===== config.mk =====
export PLATFORM = sky130hd
export DESIGN_NAME = renameTable
export DESIGN_NICKNAME = d
export VERILOG_FILES = /design/src/verilog/robPkg.sv /design/src/verilog/renameTable.sv
export VERILOG_INCLUDE_DIRS = /design/src /design/src/verilog
export SDC_FILE = /design/constraint.sdc
export NUM_CORES = 2
export LEC_CHECK = 0
export ABC_AREA = 1
export BUFFER_PORTS_ARGS = -buffer_cell sky130_fd_sc_hd__buf_2
export CORE_ASPECT_RATIO = 1.2
export CORE_UTILIZATION = 32
export DETAILED_ROUTE_END_ITERATION = 6
export GPL_ROUTABILITY_DRIVEN = 0
export PLACE_DENSITY_LB_ADDON = 0.15
export SLEW_MARGIN = 20
export SYNTH_ARGS = -nofsm -noshare
export SYNTH_HDL_FRONTEND = slang
export SYNTH_SLANG_ARGS = --single-unit

===== constraint.sdc =====
create_clock -name clk -period 3.38 [get_ports clk]
set_input_delay 0.845 -clock clk [delete_from_list [all_inputs] [get_ports clk]]
set_output_delay 0.845 -clock clk [all_outputs]
set_load 0.02 [all_outputs]

===== src/verilog/rob_config.svh =====
`ifndef ROB_CONFIG_SVH
`define ROB_CONFIG_SVH

// usable entries; nick 0 is reserved for "no tag"
`define ROB_DEPTH 15
`define NICK_W 4

`define XLEN 32
`define REG_W 5
`define OP_W 6

`endif


===== src/verilog/robPkg.sv =====
`include "rob_config.svh"

package robPkg;

    typedef logic [`NICK_W-1:0] robNick;

    // codes the backend has to tell apart, any other code is plain ALU work
    typedef enum logic [`OP_W-1:0] {
        OpAlu = 6'd0,
        OpLoadB,
        OpLoadH,
        OpLoadW,
        OpLoadBU,
        OpLoadHU,
        OpStoreB,
        OpStoreH,
        OpStoreW,
        OpBranch,
        OpJal,
        OpJalr
    } opKind;

    typedef struct packed {
        logic [`OP_W-1:0] op;
        logic [`XLEN-1:0] pc;
        logic [`XLEN-1:0] imm;
        robNick           rdNick;
        robNick           rs1Nick;
        logic [`XLEN-1:0] rs1Data;
        robNick           rs2Nick;
        logic [`XLEN-1:0] rs2Data;
    } issuePkt;

    typedef struct packed {
        logic [`REG_W-1:0] regName;
        logic [`XLEN-1:0]  data;
        robNick            nick;
    } commitRec;

    function automatic logic isLoad(logic [`OP_W-1:0] op);
        return op inside {OpLoadB, OpLoadH, OpLoadW, OpLoadBU, OpLoadHU};
    endfunction

    function automatic logic isStore(logic [`OP_W-1:0] op);
        return op inside {OpStoreB, OpStoreH, OpStoreW};
    endfunction

endpackage


===== src/verilog/renameTable.sv =====
`timescale 1ns/1ps
`include "rob_config.svh"

module renameTable (
    input  logic              clk,
    input  logic              rst,
    input  logic              rdy,
    input  logic              instEn,
    input  logic [`REG_W-1:0] instRd,
    input  logic [`REG_W-1:0] instRs1,
    input  logic [`REG_W-1:0] instRs2,
    input  robPkg::robNick    allocNick,
    input  logic              commitEn,
    input  robPkg::commitRec  commit,
    input  logic              flush,
    output robPkg::robNick    lookupNick1,
    output robPkg::robNick    lookupNick2,
    input  logic              lookupDone1,
    input  logic              lookupDone2,
    input  logic [`XLEN-1:0]  lookupData1,
    input  logic [`XLEN-1:0]  lookupData2,
    output robPkg::robNick    rs1Nick,
    output logic [`XLEN-1:0]  rs1Data,
    output robPkg::robNick    rs2Nick,
    output logic [`XLEN-1:0]  rs2Data
);
    import robPkg::*;

    logic [`XLEN-1:0] regs [32];
    robNick           tags [32];

    // no tag, or the producer is already done, means the value is ready
    function automatic logic [`NICK_W+`XLEN-1:0] resolve(
        robNick           tag,
        logic             done,
        logic [`XLEN-1:0] robData,
        logic [`XLEN-1:0] archData
    );
        if (tag == '0) begin
            return {robNick'(0), archData};
        end
        if (done) begin
            return {robNick'(0), robData};
        end
        return {tag, archData};
    endfunction

    assign lookupNick1 = tags[instRs1];
    assign lookupNick2 = tags[instRs2];

    assign {rs1Nick, rs1Data} = resolve(lookupNick1, lookupDone1, lookupData1, regs[instRs1]);
    assign {rs2Nick, rs2Data} = resolve(lookupNick2, lookupDone2, lookupData2, regs[instRs2]);

    always_ff @(posedge clk) begin
        if (rst) begin
            for (int i = 0; i < 32; i++) begin
                regs[i] <= '0;
                tags[i] <= '0;
            end
        end else if (rdy) begin
            if (commitEn && commit.regName != '0) begin
                regs[commit.regName] <= commit.data;
                // a younger writer keeps its tag
                if (tags[commit.regName] == commit.nick) begin
                    tags[commit.regName] <= '0;
                end
            end
            if (instEn && instRd != '0) begin
                tags[instRd] <= allocNick;
            end
            if (flush) begin
                for (int i = 0; i < 32; i++) begin
                    tags[i] <= '0;
                end
            end
        end
    end

endmodule


## Word-level counts from Yosys, hierarchy flattened

Memories as Yosys holds them, arrays and structs flattened.
Cells that the tools add are included.

| word-level totals | value |
|---|---|
| input bits | 132 |
| flip-flop bits (word level) | 0 |
| output and inout bits | 80 |
| RAM bits | 1152 |
| memories kept | 2 |
| word-level logic and storage cells | 366 |

Memory list:

| memory | words | bits a word | read ports | clocked after Yosys merged registers in | write ports | RTL line | source |
|---|---|---|---|---|---|---|---|
| regs | 32 | 32 | 2 | 0 | 32 | renameTable.sv:29 | `` logic [`XLEN-1:0] regs [32]; `` |
| tags | 32 | 4 | 3 | 0 | 32 | renameTable.sv:30 | `robNick tags [32];` |

| cells by class | value |
|---|---|
| muxes and demuxes | 74 |
| reductions and logical operators | 9 |
| bitwise operators | 218 |
| eq/ne operators | 63 |

Operator list:

| kind | count |
|---|---|
| equality test 5 bit, second input constant | 62 |
| 2-to-1 mux 36 bit | 8 |
| 2-to-1 mux 4 bit | 34 |
| AND 1 bit | 124 |
| NOT 1 bit | 62 |
| 2-to-1 mux 32 bit | 1 |
| OR 1 bit | 32 |
| OR reduction 32 bit | 1 |
| 2-to-1 mux 1 bit | 28 |
| 2-to-1 mux 5 bit | 3 |
| nonzero test 5 bit | 2 |
| zero test 4 bit | 2 |
| OR reduction 4 bit | 2 |
| equality test 4 bit | 1 |
| logical AND 1 bit | 2 |

## Longest topological paths before layout

An unclocked memory read counts as a cell.

| depth | value |
|---|---|
| word-level depth | 40 |
| depth in mapped cells | 18 |
| mapped depth without buffers | 15 |

## Least setup slack after synthesis

Ideal clock, no wire load.

| path | value |
|---|---|
| kind | in2out |
| from | input instRs2[1] |
| to | output rs2Data[10] |
| buffers on the path | 3 |
| path slack | 68 ps |
| required time | 2535 ps |
| stages on the path | 14 |
| arrival time | 2467 ps |
| path through | buf_4 > inv_4 > clkbuf_1 > o21ai_0 > o211ai_1 > nand3_1 > nand2_1 > nand2_1 > nand2_1 > nor2_2 > nand3_2 > buf_4 > nand2_1 > nand2_1 |

| on the way | value |
|---|---|
| elaborated cells between the ends (all ways) | 8 |
| classes of those cells | mux: 5; reduce/logical: 1; memory: 2 |

RTL lines:

| element | RTL line | source |
|---|---|---|
| start, declared | renameTable.sv:11 | `` input logic [`REG_W-1:0] instRs2, `` |
| memory (32 x 4 bit) | -- |  |
| net lookupNick2[3] | renameTable.sv:17 | `output robPkg::robNick lookupNick2,` |
| zero test 4 bit | renameTable.sv:39 | `if (tag == '0) begin` |
| 2-to-1 mux 1 bit | renameTable.sv:39 |  |
| 2-to-1 mux 36 bit | renameTable.sv:42 | `if (done) begin` |
| end, declared | renameTable.sv:25 | `` output logic [`XLEN-1:0] rs2Data `` |

The timed path passes the listed nets, and every way through them passes these cells. The select of a mux whose other input is x is not followed.

==> flow_summary.toml <==
[final_layout]
final_cell_count_no_fill = 11400
syn_to_final_growth_pct = 22.7
num-fill-cells = 21000
final_layout_size_suffix_gt1_share_pct = 15.8
final_core_util_pct = 39.6
final_cell_area_sq_um = 82200
final_nets = 8638

[floorplanning]
die_x_microns = 420
placement_rows = 183
pin_count = 212
start_util_pct = 32.2
core_area_sq_um = 208000
die_height_microns = 503
fp.dieArea_sq_um = 211000

[route]
detailedRoute.firstPassIterationCount = 7
wirelength_microns = 306000
vias_per_cell = 5.57
dr.first_iter.drc_count = 7853
routed-via-count = 63400
antenna_violating_nets_post_route = 0
routed_wire_length_per_instance_microns = 26.9
drc = 13

[timing]
worst_pin_slew_ps = 972
setup-tns-final_ps = -28600
finalWorstSetupSlack_ps = -512
timing_max_transition_violations_final = 0
post-route-min-period_ps = 3890
clock-skew-final_ps = 35.0
timing_hold_violations_final = 0
timing.final.setup_violations = 67
max_freq_mhz = 257
setup_repair_after_global_routing_missed_its_margin = "yes"
slew_headroom_pct = 35.2
fin_crit_sh_pct = 115
final.hold.worst_slack_ps = 323

[clock_network]
h-tree-depth = 4
clock-sinks = 1152
clkLatencyLatePin_ps = 820
clock_tree_from_tritoncts = "done"
ctsLongestPathBuffers = 3
reg_clk_slew_reported_paths_ps = 60
cts_buffers = 136
root_buffer = "clkbuf_16"

[yosys]
synth_warnings = 0
cells_after_synthesis = 8197
ys_types = 35
synth_area_in_compound_gates_pct = 15.9
most_used_dff_post_synth = "edfxtp_1"
netlist_area_sq_um = 67000
dominant_combinational_cell_family_by_area_after_synthesis = "simple AND/OR/NAND/NOR gates"
synthMuxAreaShare_pct = 0
synth_enable_flop_cells = 1152
post_synth_fa_ha_maj_area_fraction_pct = 0
postSynthRegisterBits = 1152
async_set_reset_flop_share_out_of_synthesis_pct = 0
syn_avg_cell_area_sq_um = 8.17
synth_simple_gate_area_share_pct = 22.8
register_area_share_after_synthesis_pct = 51.7
yosys.area_share.xor_xnor_pct = 0

[critical_path]
path_max_fanout = 5
critical-path-top-cell-by-count = "nand2_2"
timing.critical_path.required_ps = 2530
slowest_stage = "edfxtp_1"
worst-setup-path-type = "flop to output pin"
critical_path.max_stage_delay_ps = 480
cp.arrival_ps = 3050
element_type_at_the_critical_path_start = "flop"
worstPathCellList = "o21ai_1 -> o211ai_1 -> nand3_2 -> nand3_2 -> nand2_2 -> buf_6 -> nand4_4 -> buf_12 -> buf_16 -> nand2_2 -> nand2_2 -> buf_6"
worst_setup_path_end_kind = "output pin"

[hold_path]
hold_path_class = "input pin to flop"

[power_and_ir_drop]
p_sw_mw = 11.2
power_per_cell_area_nw_per_um2 = 467
power.combinational.fraction_pct = 18.2
sw_frac_of_total_pct = 29.2
power_frac_clock_pct = 37.9
total_power_mw = 38.4
sequentialPowerShare_pct = 43.9
leakagePower_nw = 33.6
worst_ir_drop_vdd_mv = 0.516
internal_power_mw = 27.2

[global_route]
first_global_vias = 59300
global_route_wire_length_before_repair_microns = 421000
antenna_violations_before_repair = 5
groute.usage.overall_pct = 27.7
maximum_number_of_pins_on_one_net_before_global_route_repair = 92
grt.overflow.total = 0

[placement]
dp.final_hpwl_microns = 195000
placed_area_sq_um = 75200
post-place-cells = 11100
buffer_ports.inserted = 211
place_worst_setup_slack_ps = -491

[outcome]
failed_checks = "design-rule violations, negative setup slack"
outcome = "finished, violations left"

[job]
max-cap-violations = 0
cells in the mapped netlist (11+ instances only):
cell         n  area [sq um]
o21ai_1    234          1170
nand3_1    836          4180
buf_2      241          1210
buf_4       47           353
o21ai_0    530          2650
clkbuf_1   307          1150
o211ai_1   422          3170
buf_1       65           244
a21oi_1    698          3490
nor2_1    1310          4920
buf_6       89          1000
nand4_1     37           231
nand2_1   1516          5690
inv_1      646          2420
inv_2       11          41.3
edfxtp_1  1152         34600
timing repair:
| item | 4_1_cts | 5_1_grt |
|---|---|---|
| endpoints found under the setup margin | 71 | 76 |
| cloned | 4 | 29 |
| buffers inserted | 20 | 29 |
| hold buffers | 0 | 0 |
| pin swaps | 34 | 93 |
| resized for setup | 140 | 347 |
cell families (layout without fill, tap and decap cells):
group,count (synthesis),count (layout)
AOI/OAI and AO/OA,1901,1901
buffers and inverters,1413,1793
DFF,1152,1152
other,1,38
and+or+nand+nor,3730,3730
power by group through the flow:
stage | clock (mW) | sequential, mW | combinational [mW]
after floorplan | 0 | 17.0 | 3.50
final | 14.6 | 16.9 | 6.98
after global placement | 0 | 17.1 | 6.14
after global routing | 15.3 | 16.9 | 7.43
after detailed placement | 0 | 17.2 | 6.18
after CTS | 14.7 | 16.9 | 6.43
registers in the layout (all words and copies together) (netlist names):
name,flops
regs,1024
tags,128
critical path: cells and delay by family (launching register included):
kind	cells	cell delay, ps
buf+inv	4	650
simple gates	6	630
flops	1	480
compound gates	2	470
path summary, 6_finish.rpt:
| path | to | slack (ps) | cells after the start | from |
|---|---|---|---|---|
| setup reg to reg | tags[11][0] | 640 | 12 | tags[12][0] |
| hold / removal | regs[0][0] | 320 | 1 | rst |
| setup / recovery | rs1Data[1] | -510 | 12 | tags[25][3] |
| hold reg to reg | tags[27][0] | 1520 | 10 | tags[19][2] |
per-layer routing:
| layer | GRT usage, % | wire length (microns) |
|---|---|---|
| met1 | 35.6 | 122000 |
| met5 | 0 | 38 |
| met4 | 12.9 | 15900 |
| met2 | 45.4 | 143000 |
| met3 | 4.38 | 25900 |
placed cells by master (no fill, tap or decap), types with 3 or more instances in the layout:
master	instances
a21oi_1	689
a21oi_2	9
a22oi_1	4
buf_12	210
buf_16	23
buf_2	127
buf_4	389
buf_6	103
buf_8	8
bufinv_16	9
clkbuf_1	29
clkbuf_16	167
clkinv_1	32
clkinv_2	25
clkinv_8	4
clkinvlp_4	3
conb_1	36
edfxtp_1	1152
inv_1	630
inv_2	19
inv_4	4
inv_6	8
nand2_1	1312
nand2_2	169
nand2_4	46
nand3_1	822
nand3_2	14
nand4_1	37
nor2_1	1304
nor2_4	11
nor3_1	8
o211ai_1	422
o21ai_0	506
o21ai_1	255
o21ai_2	4
o221ai_1	7
area by class of cell:
cell class | count | area (sq um) | share of cell area [%]
clock buffers | 169 | 3610 | 4.40
multi-input cells | 5667 | 27000 | 32.8
diodes | 2 | 5.00 | 0.00609
inverters | 662 | 2530 | 3.08
clock inverters | 75 | 644 | 0.784
flip-flops and latches | 1152 | 34600 | 42.1
repair buffers | 887 | 10300 | 12.6
well taps | 2775 | 3470 | 4.23
Note: power is estimated with default switching activity, not from simulation.
