==> config.mk <==
export PLATFORM = sky130hd
export DESIGN_NAME = reorderBuffer_flat
export DESIGN_NICKNAME = d
export VERILOG_FILES = /design/src/verilog/robPkg.sv /design/src/verilog/robIf.sv /design/src/verilog/reorderBuffer.sv /design/src/flat_wrapper.sv
export VERILOG_INCLUDE_DIRS = /design/src /design/src/verilog
export SDC_FILE = /design/constraint.sdc
export NUM_CORES = 2
export LEC_CHECK = 0
export BUFFER_PORTS_ARGS = -buffer_cell sky130_fd_sc_hd__buf_2
export CORE_ASPECT_RATIO = 1.5
export CORE_UTILIZATION = 45
export DETAILED_ROUTE_END_ITERATION = 8
export GPL_TIMING_DRIVEN = 0
export SYNTH_ARGS = -nofsm -noshare
export SYNTH_HDL_FRONTEND = slang
export SYNTH_SLANG_ARGS = --single-unit
==> constraint.sdc <==
create_clock -name clk -period 6.1 [get_ports clk]
set_clock_uncertainty 0.05 [all_clocks]
set_input_delay 1.22 -clock clk [delete_from_list [all_inputs] [get_ports clk]]
set_output_delay 1.22 -clock clk [all_outputs]
set_load 0.005 [all_outputs]
==> src/verilog/rob_config.svh <==
`ifndef ROB_CONFIG_SVH
`define ROB_CONFIG_SVH

// usable entries; nick 0 is reserved for "no tag"
`define ROB_DEPTH 15
`define NICK_W 4

`define XLEN 32
`define REG_W 5
`define OP_W 6

`endif

==> src/verilog/robPkg.sv <==
`include "rob_config.svh"

package robPkg;

    typedef logic [`NICK_W-1:0] robNick;

    // codes the backend has to tell apart, any other code is plain ALU work
    typedef enum logic [`OP_W-1:0] {
        OpAlu = 6'd0,
        OpLoadB,
        OpLoadH,
        OpLoadW,
        OpLoadBU,
        OpLoadHU,
        OpStoreB,
        OpStoreH,
        OpStoreW,
        OpBranch,
        OpJal,
        OpJalr
    } opKind;

    typedef struct packed {
        logic [`OP_W-1:0] op;
        logic [`XLEN-1:0] pc;
        logic [`XLEN-1:0] imm;
        robNick           rdNick;
        robNick           rs1Nick;
        logic [`XLEN-1:0] rs1Data;
        robNick           rs2Nick;
        logic [`XLEN-1:0] rs2Data;
    } issuePkt;

    typedef struct packed {
        logic [`REG_W-1:0] regName;
        logic [`XLEN-1:0]  data;
        robNick            nick;
    } commitRec;

    function automatic logic isLoad(logic [`OP_W-1:0] op);
        return op inside {OpLoadB, OpLoadH, OpLoadW, OpLoadBU, OpLoadHU};
    endfunction

    function automatic logic isStore(logic [`OP_W-1:0] op);
        return op inside {OpStoreB, OpStoreH, OpStoreW};
    endfunction

endpackage

==> src/verilog/robIf.sv <==
`timescale 1ns/1ps
`include "rob_config.svh"


interface wbIf;
    import robPkg::*;

    logic             en;
    robNick           nick;
    logic [`XLEN-1:0] data;
    // resolved taken branch, redirect to target
    logic             isBranch;
    logic [`XLEN-1:0] target;

    modport src (
        output en,
        output nick,
        output data,
        output isBranch,
        output target
    );

    modport dst (
        input en,
        input nick,
        input data,
        input isBranch,
        input target
    );
endinterface

==> src/verilog/reorderBuffer.sv <==
`timescale 1ns/1ps
`include "rob_config.svh"

module reorderBuffer (
    input  logic              clk,
    input  logic              rst,
    input  logic              rdy,
    input  logic              instEn,
    input  logic [`OP_W-1:0]  instOp,
    input  logic [`REG_W-1:0] instRd,
    input  logic [`XLEN-1:0]  instPc,
    output robPkg::robNick    allocNick,
    output logic              full,
    wbIf.dst                  exWb,
    wbIf.dst                  slbWb,
    input  robPkg::robNick    lookupNick1,
    input  robPkg::robNick    lookupNick2,
    output logic              lookupDone1,
    output logic              lookupDone2,
    output logic [`XLEN-1:0]  lookupData1,
    output logic [`XLEN-1:0]  lookupData2,
    output logic              commitEn,
    output robPkg::commitRec  commit,
    output logic              storeCommitEn,
    output robPkg::robNick    storeCommitNick,
    output logic              flush,
    output logic [`XLEN-1:0]  redirectPc
);
    import robPkg::*;

    logic              busy     [1:`ROB_DEPTH];
    logic              done     [1:`ROB_DEPTH];
    logic              isStoreE [1:`ROB_DEPTH];
    logic              isBranch [1:`ROB_DEPTH];
    logic              taken    [1:`ROB_DEPTH];
    logic [`REG_W-1:0] regName  [1:`ROB_DEPTH];
    logic [`XLEN-1:0]  data     [1:`ROB_DEPTH];
    logic [`XLEN-1:0]  target   [1:`ROB_DEPTH];

    robNick            head;
    robNick            tail;
    logic [`NICK_W-1:0] count;
    logic              allocGo;
    logic              headGo;
    logic              commitQ;
    logic              storeQ;
    logic              flushQ;
    commitRec          recQ;
    logic [`XLEN-1:0]  redirectQ;

    // nicks run 1..ROB_DEPTH and skip 0
    function automatic robNick nextNick(robNick n);
        return (n == robNick'(`ROB_DEPTH)) ? robNick'(1) : n + 1'b1;
    endfunction

    // same-cycle writebacks bypass the entry state
    function automatic logic [`XLEN:0] probe(robNick n);
        if (n == '0) begin
            return '0;
        end
        if (exWb.en && exWb.nick == n) begin
            return {1'b1, exWb.data};
        end
        if (slbWb.en && slbWb.nick == n) begin
            return {1'b1, slbWb.data};
        end
        return {done[n], data[n]};
    endfunction

    assign {lookupDone1, lookupData1} = probe(lookupNick1);
    assign {lookupDone2, lookupData2} = probe(lookupNick2);

    assign allocNick = tail;
    assign full      = (count == `NICK_W'(`ROB_DEPTH));
    assign allocGo   = instEn && !full && !flushQ;
    assign headGo    = busy[head] && done[head] && !flushQ;

    always_ff @(posedge clk) begin
        if (rst) begin
            for (int i = 1; i <= `ROB_DEPTH; i++) begin
                busy[i] <= 1'b0;
                done[i] <= 1'b0;
            end
            head    <= robNick'(1);
            tail    <= robNick'(1);
            count   <= '0;
            commitQ <= 1'b0;
            storeQ  <= 1'b0;
            flushQ  <= 1'b0;
        end else if (rdy) begin
            commitQ <= 1'b0;
            storeQ  <= 1'b0;
            flushQ  <= 1'b0;
            if (flushQ) begin
                // whole queue goes, numbering restarts at 1
                for (int i = 1; i <= `ROB_DEPTH; i++) begin
                    busy[i] <= 1'b0;
                    done[i] <= 1'b0;
                end
                head  <= robNick'(1);
                tail  <= robNick'(1);
                count <= '0;
            end else begin
                if (allocGo) begin
                    busy[tail]     <= 1'b1;
                    done[tail]     <= 1'b0;
                    taken[tail]    <= 1'b0;
                    isStoreE[tail] <= isStore(instOp);
                    isBranch[tail] <= instOp inside {OpBranch, OpJal, OpJalr};
                    // decode hands rd 0 to ops without a destination
                    regName[tail]  <= instRd;
                    target[tail]   <= instPc + `XLEN'(4);
                    tail           <= nextNick(tail);
                end
                if (exWb.en) begin
                    done[exWb.nick] <= 1'b1;
                    data[exWb.nick] <= exWb.data;
                    if (exWb.isBranch) begin
                        taken[exWb.nick]  <= 1'b1;
                        target[exWb.nick] <= exWb.target;
                    end
                end
                if (slbWb.en) begin
                    done[slbWb.nick] <= 1'b1;
                    data[slbWb.nick] <= slbWb.data;
                end
                if (headGo) begin
                    busy[head]   <= 1'b0;
                    head         <= nextNick(head);
                    // jal/jalr link still written alongside a flush
                    commitQ      <= !isStoreE[head] && regName[head] != '0;
                    storeQ       <= isStoreE[head];
                    flushQ       <= isBranch[head] && taken[head];
                    recQ.regName <= regName[head];
                    recQ.data    <= data[head];
                    recQ.nick    <= head;
                    redirectQ    <= target[head];
                end
                count <= count + `NICK_W'(allocGo) - `NICK_W'(headGo);
            end
        end
    end

    assign commitEn        = commitQ && rdy;
    assign commit          = recQ;
    assign storeCommitEn   = storeQ && rdy;
    assign storeCommitNick = recQ.nick;
    assign flush           = flushQ && rdy;
    assign redirectPc      = redirectQ;

    exWbLive: assert property (@(posedge clk) disable iff (rst)
        rdy && exWb.en |-> exWb.nick != '0 && busy[exWb.nick]);

    slbWbLive: assert property (@(posedge clk) disable iff (rst)
        rdy && slbWb.en |-> slbWb.nick != '0 && busy[slbWb.nick]);

    noIssueWhenFull: assert property (@(posedge clk) disable iff (rst)
        rdy && instEn |-> !full);

endmodule

==> src/flat_wrapper.sv <==
// flat-port wrapper written by rule: the top's interface ports become plain ports
module reorderBuffer_flat import robPkg::*;
  (clk, rst, rdy, instEn, instOp, instRd, instPc, allocNick, full, lookupNick1, lookupNick2, lookupDone1, lookupDone2, lookupData1, lookupData2, commitEn, commit, storeCommitEn, storeCommitNick, flush, redirectPc, exWb_en, exWb_nick, exWb_data, exWb_isBranch, exWb_target, slbWb_en, slbWb_nick, slbWb_data, slbWb_isBranch, slbWb_target);
  wbIf exWb_i ();
  wbIf slbWb_i ();
  input  logic clk;
  input  logic rst;
  input  logic rdy;
  input  logic instEn;
  input  logic [`OP_W-1:0] instOp;
  input  logic [`REG_W-1:0] instRd;
  input  logic [`XLEN-1:0] instPc;
  output robPkg::robNick allocNick;
  output logic full;
  input  robPkg::robNick lookupNick1;
  input  robPkg::robNick lookupNick2;
  output logic lookupDone1;
  output logic lookupDone2;
  output logic [`XLEN-1:0] lookupData1;
  output logic [`XLEN-1:0] lookupData2;
  output logic commitEn;
  output robPkg::commitRec commit;
  output logic storeCommitEn;
  output robPkg::robNick storeCommitNick;
  output logic flush;
  output logic [`XLEN-1:0] redirectPc;
  input wire logic [$bits(exWb_i.en)-1:0] exWb_en;
  input wire logic [$bits(exWb_i.nick)-1:0] exWb_nick;
  input wire logic [$bits(exWb_i.data)-1:0] exWb_data;
  input wire logic [$bits(exWb_i.isBranch)-1:0] exWb_isBranch;
  input wire logic [$bits(exWb_i.target)-1:0] exWb_target;
  input wire logic [$bits(slbWb_i.en)-1:0] slbWb_en;
  input wire logic [$bits(slbWb_i.nick)-1:0] slbWb_nick;
  input wire logic [$bits(slbWb_i.data)-1:0] slbWb_data;
  input wire logic [$bits(slbWb_i.isBranch)-1:0] slbWb_isBranch;
  input wire logic [$bits(slbWb_i.target)-1:0] slbWb_target;
  assign exWb_i.en = exWb_en;
  assign exWb_i.nick = exWb_nick;
  assign exWb_i.data = exWb_data;
  assign exWb_i.isBranch = exWb_isBranch;
  assign exWb_i.target = exWb_target;
  assign slbWb_i.en = slbWb_en;
  assign slbWb_i.nick = slbWb_nick;
  assign slbWb_i.data = slbWb_data;
  assign slbWb_i.isBranch = slbWb_isBranch;
  assign slbWb_i.target = slbWb_target;
  reorderBuffer u_core (.clk(clk), .rst(rst), .rdy(rdy), .instEn(instEn), .instOp(instOp), .instRd(instRd), .instPc(instPc), .allocNick(allocNick), .full(full), .exWb(exWb_i), .slbWb(slbWb_i), .lookupNick1(lookupNick1), .lookupNick2(lookupNick2), .lookupDone1(lookupDone1), .lookupDone2(lookupDone2), .lookupData1(lookupData1), .lookupData2(lookupData2), .commitEn(commitEn), .commit(commit), .storeCommitEn(storeCommitEn), .storeCommitNick(storeCommitNick), .flush(flush), .redirectPc(redirectPc));
endmodule
## Word-level counts from Yosys, hierarchy flattened

Memories as Yosys holds them, arrays and structs flattened. A register that Yosys moved wholly into a read port is not among the register bits.
Index checks and enable logic that the tools add are counted.

- Register bits: 24
- Memory bits (writable): 1110
- Memories kept: 8

- $add $sub $neg: 5
- Equal/unequal tests: 13
- Mux-type cells: 126
- Bitwise gates (word level): 32
- Reduce and logical (&&, ||, !) cells: 31

Memories:

| memory | words | width | read ports | clocked after Yosys merged registers in | wr ports | line | source |
|---|---|---|---|---|---|---|---|
| u_core.data | 15 | 32 | 3 | 1 | 2 | reorderBuffer.sv:37 | `` logic [`XLEN-1:0] data [1:`ROB_DEPTH]; `` |
| u_core.target | 15 | 32 | 1 | 1 | 2 | reorderBuffer.sv:38 | `` logic [`XLEN-1:0] target [1:`ROB_DEPTH]; `` |
| u_core.regName | 15 | 5 | 1 | 1 | 1 | reorderBuffer.sv:36 | `` logic [`REG_W-1:0] regName [1:`ROB_DEPTH]; `` |
| u_core.busy | 15 | 1 | 1 | 1 | 15 | reorderBuffer.sv:31 | `` logic busy [1:`ROB_DEPTH]; `` |
| u_core.done | 15 | 1 | 3 | 1 | 15 | reorderBuffer.sv:32 | `` logic done [1:`ROB_DEPTH]; `` |
| u_core.isBranch | 15 | 1 | 1 | 1 | 1 | reorderBuffer.sv:34 | `` logic isBranch [1:`ROB_DEPTH]; `` |
| 2 more memories | n/a | n/a | n/a | n/a | n/a | n/a |  |

Operator list:

| kind | number |
|---|---|
| two-way mux 33 bit | 12 |
| two-way mux 4 bit | 24 |
| two-way mux 1 bit | 90 |
| adder 32 x 3 -> 32 bit, second input constant | 1 |
| OR 1 bit | 30 |
| equality test 6 x 4 -> 1 bit, second input constant | 4 |
| equality test 4 bit | 4 |
| logical AND 1 bit | 13 |
| equality test 4 bit, second input constant | 3 |
| equality test 6 x 3 -> 1 bit, second input constant | 2 |
| adder 4 x 1 -> 4 bit, second input constant | 2 |
| logical NOT 4 bit | 2 |
| nonzero test 3 bit | 2 |
| nonzero test 5 bit | 1 |
| OR reduction 1 bit | 5 |
| adder 4 x 1 -> 4 bit | 1 |
| AND reduction 2 bit | 2 |
| AND reduction 4 bit | 1 |
| nonzero test 2 bit | 2 |
| subtractor 4 x 1 -> 4 bit | 1 |
| logical NOT 1 bit | 3 |
| inverter 1 bit | 2 |

## Longest topological paths before layout

- Depth after elaboration: 11
- Mapped depth: 13
- Depth with buffers taken out: 11

## Worst setup path after synthesis

No wires, ideal clock.

- Path kind: input to register
- Start point: input port rdy
- End point: memory u_core.data[10][0] in the netlist's numbering (enable)
- Library setup time: 0.468 ns
- Arrival time: 4.391 ns
- Required time: 5.582 ns
- Path slack: 1.191 ns
- Stages on the path: 6
- Cells stage by stage: buf_2 > nor3b_4 > nand2_2 > nor2_1 > nand2_1 > o21ai_0

RTL lines:

| what | line | source |
|---|---|---|
| start, declared | flat_wrapper.sv:8 | `input logic rdy;` |
| end, declared | reorderBuffer.sv:37 |  |

## Final worst setup path

- Start point: input port lookupNick2[3]
- End point: output port lookupData2[26]

- Cells in the longest elaborated chain, start to end: 8

Ends and longest elaborated chain:

| what | line | source |
|---|---|---|
| start, declared | flat_wrapper.sv:16 | `input robPkg::robNick lookupNick2;` |
| equality test 4 bit | reorderBuffer.sv:64 | `if (slbWb.en && slbWb.nick == n) begin` |
| logical AND 1 bit | reorderBuffer.sv:64 |  |
| two-way mux 1 bit (2 in a row) | reorderBuffer.sv:64 |  |
| two-way mux 1 bit | reorderBuffer.sv:61 | `if (exWb.en && exWb.nick == n) begin` |
| two-way mux 33 bit | reorderBuffer.sv:67 | `return {done[n], data[n]};` |
| two-way mux 33 bit | reorderBuffer.sv:64 |  |
| two-way mux 33 bit * | reorderBuffer.sv:61 |  |
| end, declared | flat_wrapper.sv:20 | `` output logic [`XLEN-1:0] lookupData2; `` |

Every way passes the cells marked *; elsewhere a longest branch is shown, timed or not. The select of a mux whose other input is x is not followed.

==> flow_metrics.py <==
metrics = {
    "floorplan": {
        "dieArea_um2": 149000,
        "coreArea_um2": 146000,
        "start_util": 0.453,
        "row_count": 172,
        "ios": 346,
        "die_w_um": 316,
        "die_h_um": 472,
    },
    "global_routing": {
        "antenna_found_initial": 37,
        "grt_max_degree": 44,
        "grtUsageTotal": 0.339,
        "overflow": 0,
        "grt_pass1_wl_um": 353000,
        "grt_pass1_vias": 48500,
    },
    "timing": {
        "fin_hold_ws_ps": 404,
        "period_needed_ps": 6280,
        "hold_viol": 0,
        "fin_crit_sh": 1.03,
        "tightest_slew_ps": 1400,
        "fmax_mhz": 159,
        "drv_slew": 0,
        "setup_ws_ps": -185,
        "relSlewSlack": 0.0642,
        "setup_violations": 3,
        "rsz0062_at_grt": "true",
    },
    "clock_tree": {
        "cts.path.max_buffers": 3,
        "cts_tree": "done",
        "cts_made_buffers": 117,
        "cts_root_buffer": "clkbuf_16",
        "worst_skew_pair.late_latency_ps": 790,
        "htreeDepth": 3,
        "clkSinkCount": 1204,
        "clk_pin_slew_worst_paths_ps": 70,
    },
    "critical_path": {
        "criticalPathCategory": "in -> out",
        "end_kind": "primary output",
        "max_stage_delay_ps": 940,
        "crit_buf_inv": 3,
        "rrSetupSlack_ps": 1580,
        "crit_required_ps": 4830,
        "critPathMaxFanout": 10,
        "crit_arrival_ps": 5010,
        "critPathTopFamily": "buffers and inverters",
        "path_cells": "clkdlybuf4s15_1 > xor2_1 > nor3_1 > nand3_1 > clkbuf_1 > nand2_1 > a311oi_1 > buf_2",
        "cp-start-kind": "primary input",
        "crit_slowest_cell": "a311oi_1",
    },
    "placed_design": {
        "portBuffers": 299,
        "place_area_um2": 71600,
        "dp_slack_ps": 217,
        "place_inst": 7058,
        "gp_congestion": 0.947,
        "dpl.hpwl_um": 185000,
    },
    "final_layout": {
        "drive_gt1_frac": 0.329,
        "syn2layout_area_growth_pct": 13.5,
        "nNetsFinal": 5474,
        "final_area_um2": 75300,
        "fin_cells": 7285,
    },
    "synthesis": {
        "ys_types": 60,
        "synthTopCellsByArea": "edfxtp_1 (52%), mux4_2 (18%), mux2_2 (8.9%)",
        "synth_top_area_frac": 0.515,
        "synth_ff_type": "edfxtp_1",
        "ys_warn_count": 0,
        "ys_seq_area_frac": 0.535,
        "ys_seq_elements": 1204,
        "synth.most_common_cell": "edfxtp_1",
        "synth_top_cell_by_area": "edfxtp_1",
        "syn-num-nets": 5007,
        "synth.cell_area_um2": 66400,
        "synth_enable_flop_cells": 1138,
        "syn_area_per_cell_um2": 13.8,
        "synth-async-reset-ratio": 0,
        "synthTopCellsByCount": "edfxtp_1 (1138), nor2_1 (665), a21oi_1 (581)",
        "synthCells": 4797,
    },
    "detailed_routing": {
        "drt_iter0_markers": 6200,
        "drc": 66,
        "wl_per_cell_um": 34.9,
        "routed_wl_um": 254000,
        "routed_via_density": 6.60,
        "first_pass_iters": 9,
        "vias": 48100,
        "drtAntennaViolNets": 0,
    },
    "pwr": {
        "p_total_mw": 18.3,
        "vdd_ir_drop_max_uv": 255,
        "leakage_nw": 25.9,
        "power-per-cell-area_nw_per_um2": 243,
    },
    "min_path": {
        "hold_path_class": "reg -> reg",
    },
    "flow_run": {
        "cap_violations": 0,
    },
    "outcome": {
        "violations": "DRC, setup timing",
        "status": "finished, violations left",
    },
}
[per-layer routing]
layer  part of all wire  track usage  vias up  routed length [µm]
li1                   -            -    19600                   -
met1               0.33        0.379    24300               82800
met2               0.50        0.580     3203              127000
met3               0.10       0.0824      924               26400
met4              0.069        0.210       38               17600
met5            0.00091            0        -                 230
[tightest hold or removal path: stages (launching register included)]
cell	delay, ps
dfxtp_1	310
inv_1	50
a2bb2oi_1	50
[cell type report]
class,instances,area (µm²)
fillers,12700,71000
flip-flops and latches,1204,35500
multi-input cells,3054,28800
clock buffers,155,3150
repair buffers,348,2610
well taps,1914,2390
plain buffers,499,2130
clock inverters,57,482
inverters,40,155
diodes,14,35.0
[power breakdown]
group | internal, mW | total, mW | switching [mW]
Sequential | 9.13 | 9.19 | 0.0530
Combinational | 0.753 | 1.83 | 1.08
Clock | 3.87 | 7.25 | 3.38
Total | 13.8 | 18.3 | 4.51
[state kept, by name (all words and copies together) (netlist names), named ones only]
| register | count |
|---|---|
| u_core.flushQ | 1 |
| u_core.count | 4 |
| u_core.head | 4 |
| u_core.isBranch | 15 |
| u_core.commit | 37 |
| u_core.storeCommitNick | 4 |
| u_core.data | 480 |
| u_core.commitQ | 1 |
| u_core.allocNick | 4 |
| u_core.target | 480 |
| u_core.busy | 16 |
| u_core.redirectPc | 32 |
| u_core.regName | 75 |
| u_core.done | 16 |
| u_core.storeQ | 1 |
| u_core.taken | 15 |
| u_core.isStoreE | 15 |
[metrics by stage]
stage / TNS (ps) / utilization
final: -403 / 0.515
after global routing: -31.1 / 0.514
after CTS: 0 / 0.514
after detailed placement: 0 / 0.489
after global placement: -1537170 / 0.480
after floorplan: 0 / -
[cell families (layout without fill, tap and decap cells)]
logic type               count (synthesis)  in the layout  synth area share
multiplexers                          1206           1206             0.294
flip-flops                            1204           1204             0.535
AND/OR/NAND/NOR                       1029           1029            0.0633
AO/OA/AOI/OAI                          758            758            0.0650
buffers and inverters                  539           1099            0.0341
XOR/XNOR                                46             46           0.00607
adder cells (fa/ha/maj)                 15             15           0.00294
other                                    0             14                 0
[repair_timing]
action	in CTS	in global routing
buffers inserted	0	0
hold buffers	0	0
setup endpoints to repair	0	4
gates resized for setup	0	7
[final timing paths]
path / from / endpoint / depth (start not counted)
hold / removal: u_core.busy[0] / u_core.busy[0] / 2
setup / recovery: lookupNick2[3] / lookupData2[26] / 8
hold reg to reg: u_core.busy[0] / u_core.busy[0] / 2
setup reg to reg: u_core.head[1] / u_core.redirectPc[27] / 6
[cell usage in the layout (no fill, tap or decap), drive strengths merged, types with 43 or more instances in the layout]
master	netlist	final
dfxtp	66	66
clkinv	0	47
mux2i	139	139
edfxtp	1138	1138
a311oi	66	66
nor2	665	665
nand2	237	237
nand3	44	44
inv	40	43
buf	171	518
a21oi	581	581
mux2	527	527
clkbuf	328	481
mux4	540	540
(Power assumes the default switching activity.)
