$ cat src/verilog/rob_config.svh
`ifndef ROB_CONFIG_SVH
`define ROB_CONFIG_SVH

// usable entries; nick 0 is reserved for "no tag"
`define ROB_DEPTH 15
`define NICK_W 4

`define XLEN 32
`define REG_W 5
`define OP_W 6

`endif

$ cat src/verilog/robPkg.sv
`include "rob_config.svh"

package robPkg;

    typedef logic [`NICK_W-1:0] robNick;

    // codes the backend has to tell apart, any other code is plain ALU work
    typedef enum logic [`OP_W-1:0] {
        OpAlu = 6'd0,
        OpLoadB,
        OpLoadH,
        OpLoadW,
        OpLoadBU,
        OpLoadHU,
        OpStoreB,
        OpStoreH,
        OpStoreW,
        OpBranch,
        OpJal,
        OpJalr
    } opKind;

    typedef struct packed {
        logic [`OP_W-1:0] op;
        logic [`XLEN-1:0] pc;
        logic [`XLEN-1:0] imm;
        robNick           rdNick;
        robNick           rs1Nick;
        logic [`XLEN-1:0] rs1Data;
        robNick           rs2Nick;
        logic [`XLEN-1:0] rs2Data;
    } issuePkt;

    typedef struct packed {
        logic [`REG_W-1:0] regName;
        logic [`XLEN-1:0]  data;
        robNick            nick;
    } commitRec;

    function automatic logic isLoad(logic [`OP_W-1:0] op);
        return op inside {OpLoadB, OpLoadH, OpLoadW, OpLoadBU, OpLoadHU};
    endfunction

    function automatic logic isStore(logic [`OP_W-1:0] op);
        return op inside {OpStoreB, OpStoreH, OpStoreW};
    endfunction

endpackage

$ cat src/verilog/robIf.sv
`timescale 1ns/1ps
`include "rob_config.svh"

interface issueIf;
    import robPkg::*;

    logic    en;
    issuePkt pkt;

    modport src (
        output en,
        output pkt
    );

    modport dst (
        input en,
        input pkt
    );
endinterface


$ cat src/verilog/dispatchRouter.sv
`timescale 1ns/1ps
`include "rob_config.svh"

module dispatchRouter (
    input  logic             clk,
    input  logic             rst,
    input  logic             rdy,
    input  logic             instEn,
    input  logic [`OP_W-1:0] instOp,
    input  logic [`XLEN-1:0] instPc,
    input  logic [`XLEN-1:0] instImm,
    input  robPkg::robNick   allocNick,
    input  robPkg::robNick   rs1Nick,
    input  logic [`XLEN-1:0] rs1Data,
    input  robPkg::robNick   rs2Nick,
    input  logic [`XLEN-1:0] rs2Data,
    issueIf.src              rsIssue,
    issueIf.src              slbIssue,
    input  logic             flush
);
    import robPkg::*;

    logic    toSlb;
    logic    rsEnQ;
    logic    slbEnQ;
    issuePkt pktQ;

    // memory ops go to the store/load buffer
    assign toSlb = isLoad(instOp) || isStore(instOp);

    always_ff @(posedge clk) begin
        if (rst) begin
            rsEnQ  <= 1'b0;
            slbEnQ <= 1'b0;
        end else if (rdy) begin
            rsEnQ  <= instEn && !toSlb && !flush;
            slbEnQ <= instEn && toSlb && !flush;
        end
    end

    always_ff @(posedge clk) begin
        if (rdy && instEn) begin
            pktQ <= '{
                op:      instOp,
                pc:      instPc,
                imm:     instImm,
                rdNick:  allocNick,
                rs1Nick: rs1Nick,
                rs1Data: rs1Data,
                rs2Nick: rs2Nick,
                rs2Data: rs2Data
            };
        end
    end

    // strobes stay low during a stall
    assign rsIssue.en   = rsEnQ && rdy;
    assign rsIssue.pkt  = pktQ;
    assign slbIssue.en  = slbEnQ && rdy;
    assign slbIssue.pkt = pktQ;

    oneTarget: assert property (@(posedge clk) disable iff (rst)
        !(rsIssue.en && slbIssue.en));

endmodule

$ cat src/flat_wrapper.sv
// flat-port wrapper written by rule: the top's interface ports become plain ports
module dispatchRouter_flat import robPkg::*;
  (clk, rst, rdy, instEn, instOp, instPc, instImm, allocNick, rs1Nick, rs1Data, rs2Nick, rs2Data, flush, rsIssue_en, rsIssue_pkt, slbIssue_en, slbIssue_pkt);
  issueIf rsIssue_i ();
  issueIf slbIssue_i ();
  input  logic clk;
  input  logic rst;
  input  logic rdy;
  input  logic instEn;
  input  logic [`OP_W-1:0] instOp;
  input  logic [`XLEN-1:0] instPc;
  input  logic [`XLEN-1:0] instImm;
  input  robPkg::robNick allocNick;
  input  robPkg::robNick rs1Nick;
  input  logic [`XLEN-1:0] rs1Data;
  input  robPkg::robNick rs2Nick;
  input  logic [`XLEN-1:0] rs2Data;
  input  logic flush;
  output wire logic [$bits(rsIssue_i.en)-1:0] rsIssue_en;
  output wire logic [$bits(rsIssue_i.pkt)-1:0] rsIssue_pkt;
  output wire logic [$bits(slbIssue_i.en)-1:0] slbIssue_en;
  output wire logic [$bits(slbIssue_i.pkt)-1:0] slbIssue_pkt;
  assign rsIssue_en = rsIssue_i.en;
  assign rsIssue_pkt = rsIssue_i.pkt;
  assign slbIssue_en = slbIssue_i.en;
  assign slbIssue_pkt = slbIssue_i.pkt;
  dispatchRouter u_core (.clk(clk), .rst(rst), .rdy(rdy), .instEn(instEn), .instOp(instOp), .instPc(instPc), .instImm(instImm), .allocNick(allocNick), .rs1Nick(rs1Nick), .rs1Data(rs1Data), .rs2Nick(rs2Nick), .rs2Data(rs2Data), .rsIssue(rsIssue_i), .slbIssue(slbIssue_i), .flush(flush));
endmodule
$ cat config.mk
export PLATFORM = sky130hd
export DESIGN_NAME = dispatchRouter_flat
export DESIGN_NICKNAME = d
export VERILOG_FILES = /design/src/verilog/robPkg.sv /design/src/verilog/robIf.sv /design/src/verilog/dispatchRouter.sv /design/src/flat_wrapper.sv
export VERILOG_INCLUDE_DIRS = /design/src /design/src/verilog
export SDC_FILE = /design/constraint.sdc
export NUM_CORES = 1
export LEC_CHECK = 0
export BUFFER_PORTS_ARGS = -buffer_cell sky130_fd_sc_hd__buf_2
export CORE_AREA = 2 2 175 177
export CTS_CLUSTER_DIAMETER = 30
export DETAILED_ROUTE_END_ITERATION = 6
export DIE_AREA = 0 0 177 179
export GPL_TIMING_DRIVEN = 0
export PLACE_DENSITY_LB_ADDON = 0.3
export SKIP_LAST_GASP = 1
export SLEW_MARGIN = 5
export SYNTH_ARGS = -nofsm -noshare
export SYNTH_HDL_FRONTEND = slang
export SYNTH_SLANG_ARGS = --single-unit
$ cat constraint.sdc
create_clock -name clk -period 2.6 [get_ports clk]
set_input_delay 0.26 -clock clk [delete_from_list [all_inputs] [get_ports clk]]
set_output_delay 0.26 -clock clk [all_outputs]
set_load 0.01 [all_outputs]
==> Yosys cells after proc, flatten, opt, wreduce, memory -nomap -nowiden <==
Index checks and enable logic that the tools add are counted.
{ "word_totals": {"mem_bits_rw": 0, "memories": 0, "in_bits": 151, "elab_cells": 30, "out_inout_bits": 294, "romBits": 0, "latchBits": 0, "ff_bits": 148} }
{ "classes": {"order_cmp": 0, "div_mod_pow": 0, "bitwise_logic": 0, "n_reduce_logical": 12, "muxes": 0, "addsub": 0, "n_mul": 0, "eq_ne": 8, "n_shift": 0} }
{ "ops": {"columns": ["op", "n"], "rows": [
  ["$eq A6 B3 Y1 const B", 4],
  ["$eq A6 B2 Y1 const B", 2],
  ["$logic_and A1 B1 Y1", 7],
  ["$eq A6 B1 Y1 const B", 1],
  ["$eq A6 B4 Y1 const B", 1],
  ["$reduce_bool A5 Y1", 1],
  ["$reduce_bool A3 Y1", 1],
  ["$logic_not A1 Y1", 2],
  ["$logic_or A1 B1 Y1", 1]
]} }

==> Longest topological paths before layout <==
Gate-level depths: netlist of the first run.
{ "depth": {"depth_word": 6, "depth_mapped": 3, "depth_no_buf": 3} }

==> Worst setup path after synthesis of the first run <==
No wires, ideal clock.
{ "synth_timing": {"path_type": "in2reg", "start": "input port instEn", "end": "register u_core.slbEnQ", "n_path_buf": 0, "required_time_ns": 2.504, "cell_stages": 3, "arrival_ns": 1.994, "setup_slack_ns": 0.511, "setup_ns": 0.096, "cell_sequence": "and2_4 -> or3b_4 -> o41ai_2"} }
{ "synth_via": {"elab_chain_len": 2} }
{ "synth_lines": {"columns": ["item", "line_no", "text"], "rows": [
  ["from (decl)", "flat_wrapper.sv:9", "input logic instEn;"],
  ["$logic_and A1 B1 Y1 (2 in series)", "dispatchRouter.sv:37", "slbEnQ <= instEn && toSlb && !flush;"],
  ["to (signal assigned)", "dispatchRouter.sv:37", null],
  ["to (decl)", "dispatchRouter.sv:25", "logic slbEnQ;"]
]} }
Every way passes these cells.
A chain may end at the register's enable or synchronous reset.

==> Worst setup path in the final report of the first run <==
{ "layout_timing": {"start": "register u_core.pktQ, in the netlist u_core.rsIssue.pkt[140]", "end": "output port slbIssue_pkt[140]"} }
{ "layout_rtl": {"columns": ["item", "line_no", "text"], "rows": [
  ["from (decl)", "dispatchRouter.sv:26", "issuePkt pktQ;"],
  ["from (signal assigned)", "dispatchRouter.sv:43", "pktQ <= '{"],
  ["to (decl)", "flat_wrapper.sv:22", "output wire logic [$bits(slbIssue_i.pkt)-1:0] slbIssue_pkt;"]
]} }
No word-level cell between the ends.

==> results of run 1 <==
[timing repair]
item / CTS / global route
endpoints found under the setup margin: 0 / 0
hold buffers: 90 / 2
hold endpoints to repair: 90 / 2
setup buffers: 0 / 0
[final timing paths]
check,slack [ps],end,startpoint,cells after the start
worst max-delay path,1090,slbIssue_pkt[140],u_core.rsIssue.pkt[140],2
worst min-delay path,30,u_core.rsIssue.pkt[28],rs2Data[28],1
worst max register to register,1690,u_core.slbEnQ,u_core.slbEnQ,2
worst min register to register,490,u_core.rsEnQ,u_core.rsEnQ,2
[state kept, by name (all words and copies together) (netlist names)]
| register | cells |
|---|---|
| u_core.rsEnQ | 1 |
| u_core.rsIssue.pkt | 146 |
| u_core.slbEnQ | 1 |
[through the flow]
step           power, mW  setup slack (ps)  hold slack [ps]  instance area [um^2]  instances
2_1_floorplan       3.33               511              359                  5620        306
3_3_place_gp        3.78             -87.1              437                  8340       1146
3_5_place_dp        3.79              1110              438                  8390       1148
4_1_cts             6.48              1050            0.202                  9880       1270
5_1_grt             6.64              1040             1.09                  9900       1272
6_report            6.35              1090             26.4                  9900       1272
[final cells by class]
cell class	count	area share, %
Sequential cell	148	44.7
Timing Repair Buffer	538	32.3
Buffer	146	11.1
Tap cell	396	5.00
Clock buffer	20	4.51
Clock inverter	12	1.47
Multi-Input combinational cell	11	0.960
Inverter	1	0.0379
[logic make-up after synthesis]
group           count (synthesis)
buf+inv                       147
compound gates                  3
simple gates                    8
flops                         148
[layout by cell type, fill, tap and decap left out, drive strengths merged]
| cell | Yosys | routed |
|---|---|---|
| inv | 1 | 6 |
| bufinv | 0 | 2 |
| or3b | 2 | 2 |
| or2 | 1 | 1 |
| buf | 146 | 592 |
| and2 | 3 | 3 |
| clkinv | 0 | 1 |
| clkbuf | 0 | 20 |
| o32ai | 1 | 1 |
| dlygate4sd3 | 0 | 92 |
| nor4 | 1 | 1 |
| o31a | 1 | 1 |
| edfxtp | 146 | 146 |
| dfxtp | 2 | 2 |
| o41ai | 1 | 1 |
| clkinvlp | 0 | 4 |
| nor3 | 1 | 1 |
[power by group through the flow]
stage / combinational (mW) / clock (mW) / sequential, mW
2_1_floorplan: 0.320 / 0 / 3.01
3_3_place_gp: 0.815 / 0 / 2.97
3_5_place_dp: 0.832 / 0 / 2.96
4_1_cts: 0.941 / 2.63 / 2.91
5_1_grt: 1.01 / 2.70 / 2.93
6_report: 0.934 / 2.51 / 2.91
[layer usage]
metal,part of all wire [%],global-route usage (%),vias to the layer above
met5,0.040,0,-
met4,1.6,3.86,2
met3,8.3,3.22,12
met2,53,18.4,243
met1,37,11.2,2008
li1,-,-,2063
==> qor.yml, run 1 <==
status: "complete, no violations"
synth_common_cells: "buf_4 (146), edfxtp_1 (146), and2_2 (2), dfxtp_1 (2)"
cts_buffers: 17
synth_top_cell_by_area: "edfxtp_1"
clk-insertion-delay-late_ps: 400
layout-area-overhead-vs-synth_pct: 76.3
clk_pin_slew_worst_paths_ps: 60
core_mm2: 0.0300
syn_area_mm2: 0.00562
synth_xor_area_share_pct: 0
dp_hpwl_um: 13300
start_util_pct: 18.7
multi_input_area_um2: 95.1
period_needed_ps: 1510
wl_per_cell_um: 13.7
gp_congestion: 0.759
synth_cells: 306
relSlewSlack_pct: 71.5
fillers: 3005
first_pass_iters: 3
yosys-top-cells-area: "edfxtp_1 (78%), buf_4 (20%), dfxtp_1 (0.71%)"
combPwrFrac_pct: 14.7
tightest_slew_ps: 423
synthMuxAreaShare_pct: 0
netSwitchingFraction_pct: 24.3
die_x_um: 177
n_antenna_cell: 0
clockBufferDepth: 2
grt_overflow: 0
cts_tree: "built"
vias: 4328
synth_compound_area_share_pct: 0.601
cp_slowest_cell: "edfxtp_1"
routed_wl_um: 17400
post-route-util_pct: 33.0
power_density_mw_per_mm2: 641
drive_above_1_share_pct: 71.7
grt_usage_pct: 10.2
antenna_found_initial: 3
synth_edf_count: 146
max_freq_ghz: 0.664
clkSinkCount: 148
yosysWarnings: 0
grt_pass1_wl_um: 23700
synth_top_area_share_pct: 78.0
synth_simple_gate_area_share_pct: 1.09
clock-root-buffer: "clkbuf_16"
final_nets: 1014
path_buf_inv: 2
grt_max_degree: 68
setup_viol: 0
drt_iter0_drc: 113
yosys.cell_types.count: 14
p_seq_share_pct: 45.8
ant_nets: 0
seq_area_frac_synth_pct: 78.7
syn_area_per_cell_um2: 18.4
synthFlopType: "edfxtp_1"
port-buffer-count: 444
hold_class: "in -> reg"
critPathMaxStageDelay_ps: 520
post_cts_resized: 0
hold_viol: 0
drv_cap: 0
path_class: "reg -> out"
power_leakage_nw: 4.56
synth_adder_area_share_pct: 0
crit_chain: "buf_4, buf_2"
arrival_ps: 1250
critPathRequiredTime_ps: 2340
clockPowerShare_pct: 39.5
synth_top_family_by_area: "buffers and inverters"
cp_top_family: "flip-flops"
fin_crit_sh_pct: 57.9
p_int_mw: 4.81
cp_max_fo: 2
ff_latch_area_mm2: 0.00442
clock_skew_ps: 0
row_count: 64
die_h_um: 179
drt-vias-per-instance: 3.40
ys_seq_elements: 148
io_pins: 445
rsz0062_at_grt: "no"
drc: 0
cp-end-kind: "output pin"
tns_ps: 0
p_sw_mw: 1.54
dieArea_mm2: 0.0317
synth_fp_nets: 457
start_kind: "flop"
ir_worst_vdd_mv: 0.284
h-tree-depth: 4
grt_pass1_vias: 4216
synthArstFlopShare_pct: 0
maxSlewViolCount: 0
Note: power is estimated with default switching activity, not from simulation.
==> run 2: changes to the inputs <==
- ABC_AREA: not set -> 1
- clock period: 2.6 -> 1.5 ns (I/O delays scaled with it)
==> qor.yml, run 2 <==
rsz0062_at_grt: "no"
synth_compound_area_share_pct: 0.178  # -0.42 points
setup_viol: 0  # unchanged
post-route-util_pct: 34.9  # +2.0 points
synth_cells: 316  # +3.3%
tightest_slew_ps: 677  # +254 ps
tns_ps: 0  # unchanged
yosys-top-cells-area: "edfxtp_1 (78%), buf_4 (19%), dfxtp_1 (0.71%)"
synth_top_area_share_pct: 77.9  # -0.16 points
synthFlopType: "edfxtp_1"
die_h_um: 179  # unchanged
synth_top_family_by_area: "buffers and inverters"
drc: 0  # unchanged
gp_congestion: 0.729  # -3.9%
cts_setup_buffers: 0  # unchanged
synth_fp_nets: 467  # +2.2%
final_common_cell: "buf_2"
ir_worst_vdd_mv: 0.594  # +110%
clock_skew_ps: 0  # unchanged
cp_top_family: "flip-flops"
drt-vias-per-instance: 3.43  # +0.84%
start_kind: "flop"
path_buf_inv: 2  # unchanged
fin_crit_sh_pct: 87.3
first_pass_iters: 4  # +1
syn_area_mm2: 0.00563  # +0.20%
yosys.cell_types.count: 12  # -2
antenna_found_initial: 0  # -3
synthMuxAreaShare_pct: 0  # unchanged
critPathRequiredTime_ps: 1350  # -990 ps
clk-insertion-delay-late_ps: 400  # about the same
dp_hpwl_um: 12800  # -3.3%
status: "complete, no violations"
grt_usage_pct: 9.96  # -0.24 points
syn_area_per_cell_um2: 17.8  # -3.0%
final_nets: 1081  # +6.6%
synth_common_cells: "buf_4 (146), edfxtp_1 (146), nand2_1 (8)"
die_x_um: 177  # unchanged
synth_edf_count: 146  # unchanged
path_class: "reg -> out"
vias: 4591  # +6.1%
grt_max_degree: 43  # -37%
start_util_pct: 18.8  # +0.038 points
wl_per_cell_um: 12.9  # -5.5%
grt_overflow: 0  # unchanged
port-buffer-count: 444  # unchanged
period_needed_ps: 1310
synth_simple_gate_area_share_pct: 1.44  # +0.35 points
largest_reg_flops: 146  # unchanged
ant_nets: 0  # unchanged
synthArstFlopShare_pct: 0  # unchanged
post_cts_resized: 0  # unchanged
clkSinkCount: 148  # unchanged
critPathMaxStageDelay_ps: 460  # -60 ps
cp-end-kind: "output pin"
cts_tree: "built"
final_cell_mix: "buf_2 (444), dlygate4sd3_1 (147), buf_4 (146), edfxtp_1 (146), clkbuf_16 (17)"
relSlewSlack_pct: 54.6  # -17 points
drt_iter0_drc: 139  # +23%
yosysWarnings: 0  # unchanged
dieArea_mm2: 0.0317  # unchanged
layout-area-overhead-vs-synth_pct: 86.4
synth_adder_area_share_pct: 0  # unchanged
cts_buffers: 17  # unchanged
n_antenna_cell: 0  # unchanged
cp_max_fo: 2  # unchanged
hold_viol: 0  # unchanged
h-tree-depth: 4  # unchanged
clock-root-buffer: "clkbuf_16"
power_leakage_nw: 4.82  # +5.7%
maxSlewViolCount: 0  # unchanged
io_pins: 445  # unchanged
power_density_mw_per_mm2: 1060  # +65%
core_mm2: 0.0300  # unchanged
crit_chain: "buf_4, buf_2"
row_count: 64  # unchanged
grt_pass1_wl_um: 23400  # -1.0%
synth_top_cell_by_area: "edfxtp_1"
clockBufferDepth: 2  # unchanged
arrival_ps: 1160  # -90 ps
ys_seq_elements: 148  # unchanged
cp_slowest_cell: "edfxtp_1"
synth_xor_area_share_pct: 0  # unchanged
grt_pass1_vias: 4314  # +2.3%
drv_cap: 0  # unchanged
max_freq_ghz: 0.763
hold_class: "in -> reg"
seq_area_frac_synth_pct: 78.6  # -0.16 points
clk_pin_slew_worst_paths_ps: 70  # about the same
drive_above_1_share_pct: 66.6  # -5.1 points
routed_wl_um: 17300  # -0.55%
-- run 2: cell types whose count changed after synthesis, sizes merged, moves of 2 or more --
cell,delta
and2,-3
nand2,+9
inv,+4
nor2,+4
a21oi,+2
or3b,-2
-- run 2: final cells by class --
cell class              count  area, um^2
plain buffers             146        1100
clock buffers              19         433
clock inverters            12         159
fillers                  2977       19500
inverters                   5        22.5
multi-input cells          17         105
flip-flops and latches    148        4420
well taps                 396         495
repair buffers            594        3750
repair inverters            1        5.00
-- run 2: per-stage QoR --
stage	hold WS, ps	area (um^2)	cells	power, mW	worst slack (ps)
finish	48.8	10500	1338	11.1	190
floorplan	219	5650	316	5.78	-1250
CTS	30.2	10500	1338	11.3	162
global route	46.0	10500	1338	11.6	144
detailed placement	328	8430	1159	6.57	-487
global placement	326	8370	1156	6.56	-2560
-- run 2: power by group --
part           leakage (nW)  internal, mW  switching, mW
Sequential             1.39          4.86          0.169
Combinational          3.16          1.03          0.717
Clock                 0.271          2.61           1.72
Total                  4.82          8.51           2.61
-- run 2: worst register-to-register path: stages, from the launching register on --
cell and delay (ps):
dfxtp_1 320, nand2_1 50, a21oi_1 130
-- run 2: path summary, 6_finish.rpt --
| check | startpoint | endpoint | slack, ps | cells after the start |
|---|---|---|---|---|
| worst min register to register | u_core.slbEnQ | u_core.slbEnQ | 460 | 2 |
| worst min-delay path | flush | u_core.rsEnQ | 50 | 4 |
| worst max-delay path | u_core.rsIssue.pkt[77] | slbIssue_pkt[77] | 190 | 2 |
| worst max register to register | u_core.slbEnQ | u_core.slbEnQ | 940 | 2 |
-- run 2: kinds of logic (layout without fill, tap and decap cells) --
kind of cell	after synthesis	in the layout
simple gates	15	15
compound gates	2	2
buf+inv	151	777
flops	148	148
-- run 2: timing repair --
action,in CTS,in global routing
hold buffers,147,0
endpoints found under the hold margin,148,0
endpoints found under the setup margin,42,0
-- run 2: layer usage --
layer	up-vias	routed length (um)	global-route usage, %
li1	2191	-	-
met2	245	9360	18.6
met3	6	1240	2.61
met1	2149	6570	10.9
met5	-	0	0
met4	0	155	3.20
==> run 3: changes to the inputs <==
==> constraint.sdc (replaced) <==
create_clock -name clk -period 1.5 [get_ports clk]
set_input_delay 0.3 -clock clk [delete_from_list [all_inputs] [get_ports clk]]
set_output_delay 0.3 -clock clk [all_outputs]
set_load 0.01 [all_outputs]
==> qor.yml, run 3 (synthesized netlist as in run 2, its figures left out) <==
port-buffer-count: 444  # unchanged
row_count: 64  # unchanged
power_density_mw_per_mm2: 1200  # +13%
clkSinkCount: 148  # unchanged
io_pins: 445  # unchanged
maxSlewViolCount: 0  # unchanged
grt_usage_pct: 9.18  # -0.79 points
final_nets: 933  # -14%
wl_per_cell_um: 13.5  # +4.2%
arrival_ps: 1140  # -20 ps
final_common_cell: "buf_2"
fillers: 3104  # +4.3%
max_freq_ghz: 0.693  # -9.3%
hold_class: "in -> reg"
clk-insertion-delay-late_ps: 400  # about the same
place_area_mm2: 0.00843  # unchanged
dp_hpwl_um: 12800  # unchanged
gp_congestion: 0.729  # unchanged
clock-root-buffer: "clkbuf_16"
period_needed_ps: 1440  # +134 ps
setup_viol: 0  # unchanged
status: "complete, no violations"
final_area_mm2: 0.00902  # -14%
critPathRequiredTime_ps: 1200  # -150 ps
drt_iter0_drc: 142  # +2.2%
start_kind: "flop"
post_cts_resized: 0  # unchanged
cts_buffers: 17  # unchanged
die_x_um: 177  # unchanged
largest_reg_flops: 146  # unchanged
path_class: "reg -> out"
cp-end-kind: "output pin"
post-place-ws_ps: -637  # -150 ps
rsz0062_at_grt: "no"
p_total_mw: 10.8  # -2.8%
fin_cells: 1191  # -11%
grt_pass1_vias: 3538  # -18%
h-tree-depth: 4  # unchanged
hold_viol: 0  # unchanged
drt-vias-per-instance: 3.38  # -1.5%
post-route-util_pct: 30.0  # -4.9 points
holdWs_ps: 59.4  # +10.6 ps
grt_max_degree: 43  # unchanged
clockBufferDepth: 2  # unchanged
power_leakage_nw: 4.20  # -13%
grt_overflow: 0  # unchanged
clock_skew_ps: 0  # unchanged
routed_wl_um: 16100  # -7.2%
drive_above_1_share_pct: 78.8  # +12 points
relSlewSlack_pct: 53.6  # -0.99 points
start_util_pct: 18.8  # unchanged
antenna_found_initial: 3  # +3
cts_tree: "built"
clk_pin_slew_worst_paths_ps: 70  # about the same
layout-area-overhead-vs-synth_pct: 60.2
core_mm2: 0.0300  # unchanged
die_h_um: 179  # unchanged
tightest_slew_ps: 692  # +14.7 ps
first_pass_iters: 4  # unchanged
cts_setup_buffers: 0  # unchanged
drv_cap: 0  # unchanged
fin_crit_sh_pct: 96.2  # +8.9 points
dieArea_mm2: 0.0317  # unchanged
final_cell_mix: "buf_2 (444), edfxtp_1 (146), buf_4 (145)"
cp_max_fo: 2  # unchanged
vias: 4026  # -12%
ant_nets: 0  # unchanged
drc: 0  # unchanged
layout_setup_ws_ps: 56.4  # -134 ps
dpl.cell_count: 1159  # unchanged
tns_ps: 0  # unchanged
grt_pass1_wl_um: 20900  # -11%
hold_buffers: 0  # -100%
ir_worst_vdd_mv: 0.599  # +0.70%
## run 3: cell type report
| type | count | area [um^2] | share of cell area (%) |
|---|---|---|---|
| inverter | 5 | 22.5 | 0.250 |
| clock buffer | 19 | 433 | 4.80 |
| sequential | 148 | 4420 | 49.1 |
| tap | 396 | 495 | 5.49 |
| timing repair buffer | 447 | 2280 | 25.3 |
| antenna | 1 | 2.50 | 0.0278 |
| timing repair inverter | 1 | 5.00 | 0.0555 |
| multi-input combinational | 17 | 105 | 1.17 |
| clock inverter | 12 | 159 | 1.76 |
| buffer | 145 | 1090 | 12.1 |
## run 3: layer usage
layer	track usage [%]	up-vias	routed length (um)	part of all wire (%)
met3	3.37	10	1530	9.5
li1	-	1899	-	-
met2	16.6	243	8480	53
met1	9.79	1870	5890	37
met5	0	-	21	0.13
met4	3.20	4	159	0.99
## run 3: final timing paths
path / from / endpoint / slack (ps) / depth (start not counted)
max: u_core.rsIssue.pkt[88] / slbIssue_pkt[88] / 60 / 2
min: rs2Data[27] / u_core.rsIssue.pkt[27] / 60 / 1
max reg2reg: u_core.slbEnQ / u_core.slbEnQ / 940 / 2
min reg2reg: u_core.slbEnQ / u_core.slbEnQ / 460 / 2
## run 3: where the power goes
group	internal (mW)	switching (mW)
Combinational	0.776	0.650
Sequential	4.86	0.164
Clock	2.61	1.73
Total	8.25	2.55
## run 3: critical path, cell delays in order (launching register included)
cell and delay (ps):
edfxtp_1 450, buf_4 160, buf_2 130
